--- config.mk ---
export PLATFORM = sky130hd
export DESIGN_NAME = soc_toplevel
export DESIGN_NICKNAME = d
export VERILOG_FILES = /design/src/soc_pkg.sv /design/src/soc_toplevel.sv /design/src/soc_bus.sv /design/src/spi_master.sv /design/src/uart_tx.sv /design/src/sync_fifo.sv
export SDC_FILE = /design/constraint.sdc
export NUM_CORES = 2
export LEC_CHECK = 0
export ABC_AREA = 1
export BUFFER_PORTS_ARGS = -buffer_cell sky130_fd_sc_hd__buf_4
export CORE_ASPECT_RATIO = 0.5
export CORE_MARGIN = 8
export CORE_UTILIZATION = 33
export CTS_BUF_LIST = sky130_fd_sc_hd__clkbuf_4
export DETAILED_ROUTE_END_ITERATION = 10
export GPL_ROUTABILITY_DRIVEN = 0
export GPL_TIMING_DRIVEN = 0
export PLACE_DENSITY = 0.55
export SETUP_SLACK_MARGIN = 0.1
export SYNTH_ARGS = -nofsm -noshare
export SYNTH_HDL_FRONTEND = slang
export SYNTH_SLANG_ARGS = --single-unit
--- constraint.sdc ---
create_clock -name clk -period 6.7 [get_ports clk]
set_clock_uncertainty 0.2 [all_clocks]
set_input_delay 0.335 -clock clk [delete_from_list [all_inputs] [get_ports clk]]
set_output_delay 0.335 -clock clk [all_outputs]
set_load 0.005 [all_outputs]
--- src/soc_pkg.sv ---
`default_nettype none

package soc_pkg;

   // One CPU access, valid for a single cycle
   typedef struct packed {
      logic        valid;
      logic        we;
      logic [11:0] addr;
      logic [31:0] wdata;
   } bus_req_t;

   // Read response, one cycle after the request
   typedef struct packed {
      logic        rvalid;
      logic [31:0] rdata;
   } bus_rsp_t;

   // SPI byte plus end of chip select sequence
   typedef struct packed {
      logic [7:0] data;
      logic       last;   // Release CS after this byte
   } spi_frame_t;

   // Register map
   localparam logic [11:0] ADDR_UART_DATA = 12'h000;
   localparam logic [11:0] ADDR_STATUS    = 12'h004;
   localparam logic [11:0] ADDR_SPI_DATA  = 12'h008;
   localparam logic [11:0] ADDR_SPI_RX    = 12'h00C;
   localparam logic [11:0] ADDR_RAM_BASE  = 12'h100;   // Up to 0x1FC

   localparam int RAM_WORDS  = 64;
   localparam int FIFO_DEPTH = 4;

   // Clocks per UART bit
   localparam int UART_DIV = 16;
   // Clocks per half SCK period
   localparam int SPI_DIV  = 4;

endpackage

`default_nettype wire
--- src/soc_toplevel.sv ---
`timescale 1ns/1ps
`default_nettype none

module soc_toplevel (
   input  wire                    clk,
   input  wire                    rst_n,
   input  wire soc_pkg::bus_req_t bus_req,
   output wire soc_pkg::bus_rsp_t bus_rsp,
   output wire                    uart_tx_l,
   output wire                    spi_sck,
   output wire                    spi_cs_l,
   output wire                    spi_mosi,
   input  wire                    spi_miso
);

   import soc_pkg::*;

   logic       uart_push;
   logic       uart_pop;
   logic       uart_full;
   logic       uart_empty;
   logic       uart_busy;
   logic [7:0] uart_head;

   logic       spi_push;
   logic       spi_pop;
   logic       spi_full;
   logic       spi_empty;
   logic       spi_busy;
   logic [7:0] spi_rx;
   spi_frame_t spi_push_frame;
   spi_frame_t spi_head;

   // Register decode, status, RAM
   soc_bus bus0 (
      .clk       (clk),
      .rst_n     (rst_n),
      .bus_req   (bus_req),
      .bus_rsp   (bus_rsp),
      .uart_push (uart_push),
      .uart_full (uart_full),
      .uart_busy (uart_busy),
      .spi_push  (spi_push),
      .spi_frame (spi_push_frame),
      .spi_full  (spi_full),
      .spi_busy  (spi_busy),
      .spi_rx    (spi_rx)
   );

   sync_fifo #(
      .T     (logic [7:0]),
      .DEPTH (FIFO_DEPTH)
   ) uart_fifo (
      .clk       (clk),
      .rst_n     (rst_n),
      .push      (uart_push),
      .push_data (bus_req.wdata[7:0]),   // Low byte of the write
      .pop       (uart_pop),
      .pop_data  (uart_head),
      .full      (uart_full),
      .empty     (uart_empty)
   );

   sync_fifo #(
      .T     (spi_frame_t),
      .DEPTH (FIFO_DEPTH)
   ) spi_fifo (
      .clk       (clk),
      .rst_n     (rst_n),
      .push      (spi_push),
      .push_data (spi_push_frame),
      .pop       (spi_pop),
      .pop_data  (spi_head),
      .full      (spi_full),
      .empty     (spi_empty)
   );

   uart_tx uart0 (
      .clk        (clk),
      .rst_n      (rst_n),
      .fifo_empty (uart_empty),
      .fifo_data  (uart_head),
      .fifo_pop   (uart_pop),
      .busy       (uart_busy),
      .tx_l       (uart_tx_l)
   );

   spi_master spi0 (
      .clk        (clk),
      .rst_n      (rst_n),
      .fifo_empty (spi_empty),
      .fifo_frame (spi_head),
      .fifo_pop   (spi_pop),
      .busy       (spi_busy),
      .rx_byte    (spi_rx),
      .sck        (spi_sck),
      .cs_l       (spi_cs_l),
      .mosi       (spi_mosi),
      .miso       (spi_miso)
   );

endmodule

`default_nettype wire

--- src/soc_bus.sv ---
`timescale 1ns/1ps
`default_nettype none

module soc_bus (
   input  wire                  clk,
   input  wire                  rst_n,
   input  wire soc_pkg::bus_req_t bus_req,
   output soc_pkg::bus_rsp_t    bus_rsp,
   output logic                 uart_push,
   input  wire                  uart_full,
   input  wire                  uart_busy,
   output logic                 spi_push,
   output soc_pkg::spi_frame_t  spi_frame,
   input  wire                  spi_full,
   input  wire                  spi_busy,
   input  wire [7:0]            spi_rx
);

   import soc_pkg::*;

   localparam int RAM_AW = $clog2(RAM_WORDS);

   logic [31:0]       ram [RAM_WORDS];
   logic [RAM_AW-1:0] ram_idx;
   logic              sel_ram;
   logic              wr;
   logic              rd;
   logic              status_rd;
   logic              ovf;
   logic              ovf_set;
   logic [31:0]       rd_mux;

   assign wr        = bus_req.valid && bus_req.we;
   assign rd        = bus_req.valid && !bus_req.we;
   assign sel_ram   = (bus_req.addr[11:8] == ADDR_RAM_BASE[11:8]);
   assign ram_idx   = bus_req.addr[RAM_AW+1:2];   // Word address
   assign status_rd = rd && (bus_req.addr == ADDR_STATUS);

   assign uart_push = wr && (bus_req.addr == ADDR_UART_DATA);
   assign spi_push  = wr && (bus_req.addr == ADDR_SPI_DATA);
   assign spi_frame = '{data: bus_req.wdata[7:0], last: bus_req.wdata[8]};

   assign ovf_set = (uart_push && uart_full) || (spi_push && spi_full);

   // A new overflow wins over the clearing read
   always_ff @(posedge clk or negedge rst_n) begin
      if (!rst_n)
         ovf <= 1'b0;
      else
         ovf <= (ovf && !status_rd) || ovf_set;
   end

   always_ff @(posedge clk) begin
      if (wr && sel_ram)
         ram[ram_idx] <= bus_req.wdata;
   end

   always_comb begin
      rd_mux = '0;   // Unmapped reads give zero
      if (sel_ram) begin
         rd_mux = ram[ram_idx];
      end else begin
         case (bus_req.addr)
            ADDR_STATUS: rd_mux = {27'b0, ovf, spi_busy, spi_full, uart_busy, uart_full};
            ADDR_SPI_RX: rd_mux = {24'b0, spi_rx};
            default:     ;
         endcase
      end
   end

   // Fixed one cycle read latency
   always_ff @(posedge clk or negedge rst_n) begin
      if (!rst_n) begin
         bus_rsp <= '0;
      end else begin
         bus_rsp.rvalid <= rd;
         if (rd)
            bus_rsp.rdata <= rd_mux;
      end
   end

endmodule

`default_nettype wire

--- src/spi_master.sv ---
`timescale 1ns/1ps
`default_nettype none

module spi_master (
   input  wire                  clk,
   input  wire                  rst_n,
   input  wire                  fifo_empty,
   input  wire soc_pkg::spi_frame_t fifo_frame,
   output logic                 fifo_pop,
   output logic                 busy,
   output logic [7:0]           rx_byte,
   output logic                 sck,
   output logic                 cs_l,
   output logic                 mosi,
   input  wire                  miso
);

   import soc_pkg::*;

   localparam int DW = $clog2(SPI_DIV);
   localparam logic [DW-1:0] DIV_LAST = DW'(SPI_DIV - 1);

   // The first low half of SCK in a sequence is the CS setup time
   typedef enum logic [1:0] {
      ST_IDLE,
      ST_SHIFT,
      ST_HOLD,      // CS low, waiting for the next frame
      ST_RELEASE    // CS high for one half period
   } state_t;

   state_t        state;
   logic [DW-1:0] div_cnt;
   logic [3:0]    phase_cnt;   // Even is SCK low, odd is SCK high
   logic [7:0]    tx_sh;
   logic [7:0]    rx_sh;
   logic          last_q;
   logic          half_end;
   logic          byte_end;
   logic          load;

   assign half_end = (div_cnt == DIV_LAST);
   assign byte_end = (state == ST_SHIFT) && half_end && (phase_cnt == 4'd15);

   assign load = !fifo_empty &&
                 ((state == ST_IDLE) || (state == ST_HOLD) || (byte_end && !last_q));

   assign fifo_pop = load;
   assign busy     = (state != ST_IDLE);
   assign cs_l     = (state == ST_IDLE) || (state == ST_RELEASE);
   assign sck      = (state == ST_SHIFT) && phase_cnt[0];
   assign mosi     = (state == ST_SHIFT) && tx_sh[7];   // MSB first

   always_ff @(posedge clk or negedge rst_n) begin
      if (!rst_n) begin
         state     <= ST_IDLE;
         div_cnt   <= '0;
         phase_cnt <= '0;
         last_q    <= 1'b0;
      end else if (load) begin
         state     <= ST_SHIFT;
         div_cnt   <= '0;
         phase_cnt <= '0;
         last_q    <= fifo_frame.last;
      end else begin
         case (state)
            ST_SHIFT: begin
               if (half_end) begin
                  div_cnt   <= '0;
                  phase_cnt <= phase_cnt + 1'b1;
                  if (byte_end)
                     state <= last_q ? ST_RELEASE : ST_HOLD;
               end else begin
                  div_cnt <= div_cnt + 1'b1;
               end
            end
            ST_RELEASE: begin
               if (half_end) begin
                  div_cnt <= '0;
                  state   <= ST_IDLE;
               end else begin
                  div_cnt <= div_cnt + 1'b1;
               end
            end
            default: ;
         endcase
      end
   end

   always_ff @(posedge clk) begin
      if (load)
         tx_sh <= fifo_frame.data;
      else if ((state == ST_SHIFT) && half_end && phase_cnt[0])
         tx_sh <= {tx_sh[6:0], 1'b0};        // Falling SCK
      if ((state == ST_SHIFT) && half_end && !phase_cnt[0])
         rx_sh <= {rx_sh[6:0], miso};        // Rising SCK
   end

   always_ff @(posedge clk or negedge rst_n) begin
      if (!rst_n)
         rx_byte <= '0;
      else if (byte_end)
         rx_byte <= rx_sh;
   end

endmodule

`default_nettype wire

--- src/uart_tx.sv ---
`timescale 1ns/1ps
`default_nettype none

module uart_tx (
   input  wire       clk,
   input  wire       rst_n,
   input  wire       fifo_empty,
   input  wire [7:0] fifo_data,
   output logic      fifo_pop,
   output logic      busy,
   output logic      tx_l
);

   import soc_pkg::*;

   localparam int BW = $clog2(UART_DIV);
   localparam logic [BW-1:0] BAUD_LAST = BW'(UART_DIV - 1);

   logic [BW-1:0] baud_cnt;
   logic [3:0]    bit_cnt;    // 0 is the start bit, 9 the stop bit
   logic [9:0]    shreg;
   logic          bit_end;
   logic          frame_end;

   assign bit_end   = (baud_cnt == BAUD_LAST);
   assign frame_end = busy && bit_end && (bit_cnt == 4'd9);

   // Reload straight after the stop bit so bytes run back to back
   assign fifo_pop = (!busy || frame_end) && !fifo_empty;

   assign tx_l = busy ? shreg[0] : 1'b1;   // Line idles high

   always_ff @(posedge clk or negedge rst_n) begin
      if (!rst_n) begin
         busy     <= 1'b0;
         baud_cnt <= '0;
         bit_cnt  <= '0;
      end else if (fifo_pop) begin
         busy     <= 1'b1;
         baud_cnt <= '0;
         bit_cnt  <= '0;
      end else if (frame_end) begin
         busy <= 1'b0;
      end else if (busy) begin
         if (bit_end) begin
            baud_cnt <= '0;
            bit_cnt  <= bit_cnt + 1'b1;
         end else begin
            baud_cnt <= baud_cnt + 1'b1;
         end
      end
   end

   // Stop, data LSB first, start
   always_ff @(posedge clk) begin
      if (fifo_pop)
         shreg <= {1'b1, fifo_data, 1'b0};
      else if (busy && bit_end)
         shreg <= {1'b1, shreg[9:1]};
   end

endmodule

`default_nettype wire

--- src/sync_fifo.sv ---
`timescale 1ns/1ps
`default_nettype none

module sync_fifo #(
   parameter type T     = logic [7:0],
   parameter int  DEPTH = 4
) (
   input  wire   clk,
   input  wire   rst_n,
   input  wire   push,
   input  wire T push_data,
   input  wire   pop,
   output T      pop_data,
   output logic  full,
   output logic  empty
);

   localparam int AW = $clog2(DEPTH);
   localparam logic [AW-1:0] PTR_LAST = AW'(DEPTH - 1);
   localparam logic [AW:0]   CNT_FULL = (AW + 1)'(DEPTH);

   T              mem [DEPTH];
   logic [AW-1:0] wr_ptr;
   logic [AW-1:0] rd_ptr;
   logic [AW:0]   count;
   logic          do_push;
   logic          do_pop;

   assign full     = (count == CNT_FULL);
   assign empty    = (count == '0);
   assign do_push  = push && !full;   // Dropped when full, even with a pop
   assign do_pop   = pop && !empty;
   assign pop_data = mem[rd_ptr];     // Head entry

   always_ff @(posedge clk) begin
      if (do_push)
         mem[wr_ptr] <= push_data;
   end

   always_ff @(posedge clk or negedge rst_n) begin
      if (!rst_n) begin
         wr_ptr <= '0;
         rd_ptr <= '0;
         count  <= '0;
      end else begin
         if (do_push)
            wr_ptr <= (wr_ptr == PTR_LAST) ? '0 : wr_ptr + 1'b1;
         if (do_pop)
            rd_ptr <= (rd_ptr == PTR_LAST) ? '0 : rd_ptr + 1'b1;
         case ({do_push, do_pop})
            2'b10:   count <= count + 1'b1;
            2'b01:   count <= count - 1'b1;
            default: ;   // Both or neither
         endcase
      end
   end

endmodule

`default_nettype wire

==> summary.md <==
| Metric | Value |
|---|---|
| Nets | `just under 8000` |
| Final Util | `39.2%` |
| Area grow syn2layout | `18.5%` |
| Clk Latency, worst-skew pair | `1320 ps` |
| CP max stage cell | `nor2_1` |
| Worst hold path class | `in -> reg` |
| Failing checks | `capacitance limit, slew limit` |
| Crit share post-route | `73.0%` |
| VDD IR max | `approximately 0.13 mV` |
| Most instantiated cells after synthesis | `edfxtp_1 (2140), nand2_1 (2100), nor2_1 (478)` |
| Avg Synthesized Cell Area | `12.6 um2` |
| Area of the multi-input gates | `between 15000 and 20000 um2` |
| IO buf count | `roughly 80` |
| Slew HR | `-11.5%` |
| H-tree lvl count | `6` |
| Drt drc | `0` |
| Critical Path RT | `between 7000 and 8000 ps` |
| # setup viols final | `0` |
| Worst Path Buf+Inv | `6` |
| Netlist Area Pre-Place | `between 80000 and 90000 um2` |
| Synthesized flop and latch total | `~2200` |
| Vias in the first global route | `58800` |
| Wire per inst | `roughly 32 um` |
| Endpoints failing hold | `0` |
| DP Worst Slack | `~1900 ps` |
| Setup WS post-layout | `1810 ps` |
| Post-CTS sizing | `0` |
| Setup bufs post-CTS | `0` |
| Hold Buf Count CTS | `67` |
| CP Launch Type | `input pin` |
| Crit-path max FO | `10` |
| Initial DRT Pass Iterations | `6` |
| Starting Density | `between 30% and 40%` |
| Die area | `281000 um2` |
| # IOs | `between 80 and 90` |
| Critical path's most frequent cell | `dlygate4sd3_1` |
| Unrepaired setup endpoints after global routing | `false` |
| FF+latch area | `between 60000 and 70000 um2` |
| Fill cells | `around 25000` |
| Grt ovf | `0` |
| Post-Syn Instances | `between 6000 and 7000` |
| Final ANT Viol Nets | `0` |
| Number of synthesized flops with an enable pin | `about 2100` |
| Die extent in x | `between 700 and 800 um` |
| Post-layout minimum cycle time | `between 4000 and 5000 ps` |
| Row Count | `about 130` |
| CTS clk-pin slew, worst paths | `about 70 ps` |
| Fmax | `204 MHz` |
| Leading post-synthesis cells by cell area | `edfxtp_1 (74%), nand2_1 (9.1%), nand4_1 (2.7%)` |
| CTS tree | `built` |
| Setup TNS | `0 ps` |
| DR iter-0 viols | `~12000` |
| CP Class | `in -> reg` |
| Synthesized Nets | `around 7000` |
| Crit. End Element | `flip-flop` |
| Worst-Margin Slew | `1670 ps` |
| Via count | `between 60000 and 70000` |
| CTS max path bufs | `4` |
| Initial antenna violation count | `35` |
| Via density | `roughly 5.6` |
| Post-synth ARST share | `about 3.3%` |
| Die Height | `approximately 380 um` |
| Outcome | `finished, violations left` |
| CP max stage delay | `approximately 1300 ps` |
| Crit-path cells | `dlygate4sd3_1 > buf_4 > dlygate4sd3_1 > nor2_1 > dlygate4sd3_1 > inv_1 > nor2_1 > clkbuf_1 > nand2_1 > nand2_1` |
| Netlist cell types | `46` |
| Leakage | `around 37 nW` |
| Max-slew violations | `75` |
| Num CTS Buffers | `between 500 and 600` |
| Root Driver | `clkbuf_4` |
| All-layer global routing usage | `25.7%` |
| Max cap viols | `7` |
| Power per cell area | `between 200 and 300 nW/um2` |
| CP top delay family | `buffers and inverters` |
| HPWL after DPL | `about 240 mm` |
| Synth Flop Type | `edfxtp_1` |
| Synth Warn # | `0` |
| Pin count of the biggest net entering global routing | `73` |
| Post-synth top area share | `74.0%` |
| Largest area contributor in the netlist | `edfxtp_1` |
| Final WL | `376 mm` |
| Count leader, synth | `edfxtp_1` |
| First-pass GRT wire length | `496 mm` |
| TritonCTS Sinks | `~2200` |
| Sequential share of the synthesized area | `around three quarters` |
| Worst Path Arrival | `5830 ps` |
| Share of post-route cells with drive strength above 1 | `around 17%` |
| Core Region | `262000 um2` |
-- power breakdown --
| group | leakage, nW | switching, mW | internal [mW] |
|---|---|---|---|
| combinational | 13.1 | 1.72 | 0.479 |
| clock | 4.03 | 5.61 | 5.93 |
| sequential | 20.2 | 0.0507 | 15.3 |
-- logic make-up (layout without fill, tap and decap cells) --
family	Yosys count	in the layout	synth area share, %
compound gates	504	504	3.15
xor+xnor	5	5	0.0504
fa+ha+maj	23	23	0.349
buf+inv	785	1956	3.84
flops	2215	2215	76.1
mux	11	11	0.140
other cells	0	19	0
simple gates	3369	3369	16.3
-- cell type report --
class                   count  area share (%)
diodes                     19          0.0462
plain buffers             339            1.62
clock buffers             793            5.79
clock inverters            94           0.744
inverters                 446            1.64
multi-input cells        3912            17.4
flip-flops and latches   2215            64.3
well taps                3510            4.27
repair buffers            284            4.25
-- path summary, 6_finish.rpt --
kind	from	end	slack (ps)	cells after the start
max	bus_req[44]	bus0.bus_rsp[15]	1810	10
max reg2reg	spi0.state[1]	spi_fifo.count[2]	3300	16
min in group asynchronous	rst_n	spi0.rx_byte[0]	530	5
min reg2reg	spi0.rx_sh[3]	spi0.rx_sh[4]	210	0
max in group asynchronous	rst_n	bus0.bus_rsp[7]	5020	6
min	bus_req[21]	bus0.ram[17][21]	30	2
-- layer usage --
metal	up-vias	share of wire, %	wire (um)	track usage [%]
met5	-	0.018	67	0
met4	10	7.3	27400	15.9
met2	5720	42	156000	37.5
met3	1242	15	57800	9.34
li1	26200	-	-	-
met1	31500	36	134000	32.6
-- flip-flops by register name (all words and copies together) (netlist names), 4 cells and up --
name and flops:
spi0.tx_sh 8, spi0.rx_sh 8, uart0.bit_cnt 4, spi_fifo.mem 36, bus0.bus_rsp 33, uart_fifo.mem 32
spi0.phase_cnt 4, uart0.shreg 9, uart0.baud_cnt 4, spi0.rx_byte 8, bus0.ram 2048
-- per-stage QoR --
| stage | hold WS, ps | power, mW | instance area [um2] | instances |
|---|---|---|---|---|
| 6_report | 31.2 | 29.1 | 103000 | 11600 |
| 5_1_grt | 28.1 | 29.8 | 103000 | 11600 |
| 4_1_cts | 0.686 | 28.9 | 103000 | 11600 |
| 3_5_place_dp | 16.2 | 17.7 | 95500 | 10600 |
| 3_3_place_gp | 227 | 17.7 | 91900 | 10500 |
| 2_1_floorplan | -161 | 16.5 | 86900 | 6912 |
-- placed cells by master (no fill, tap or decap), types with 86 or more instances in the layout --
| cell type | instances |
|---|---|
| nand3_1 | 389 |
| clkbuf_4 | 793 |
| buf_2 | 203 |
| nand4_1 | 378 |
| inv_1 | 433 |
| nand2_1 | 2100 |
| buf_12 | 86 |
| nor2_1 | 413 |
| edfxtp_1 | 2140 |
| a21oi_1 | 368 |
| buf_4 | 110 |
Power figures use the tool's default switching activity.
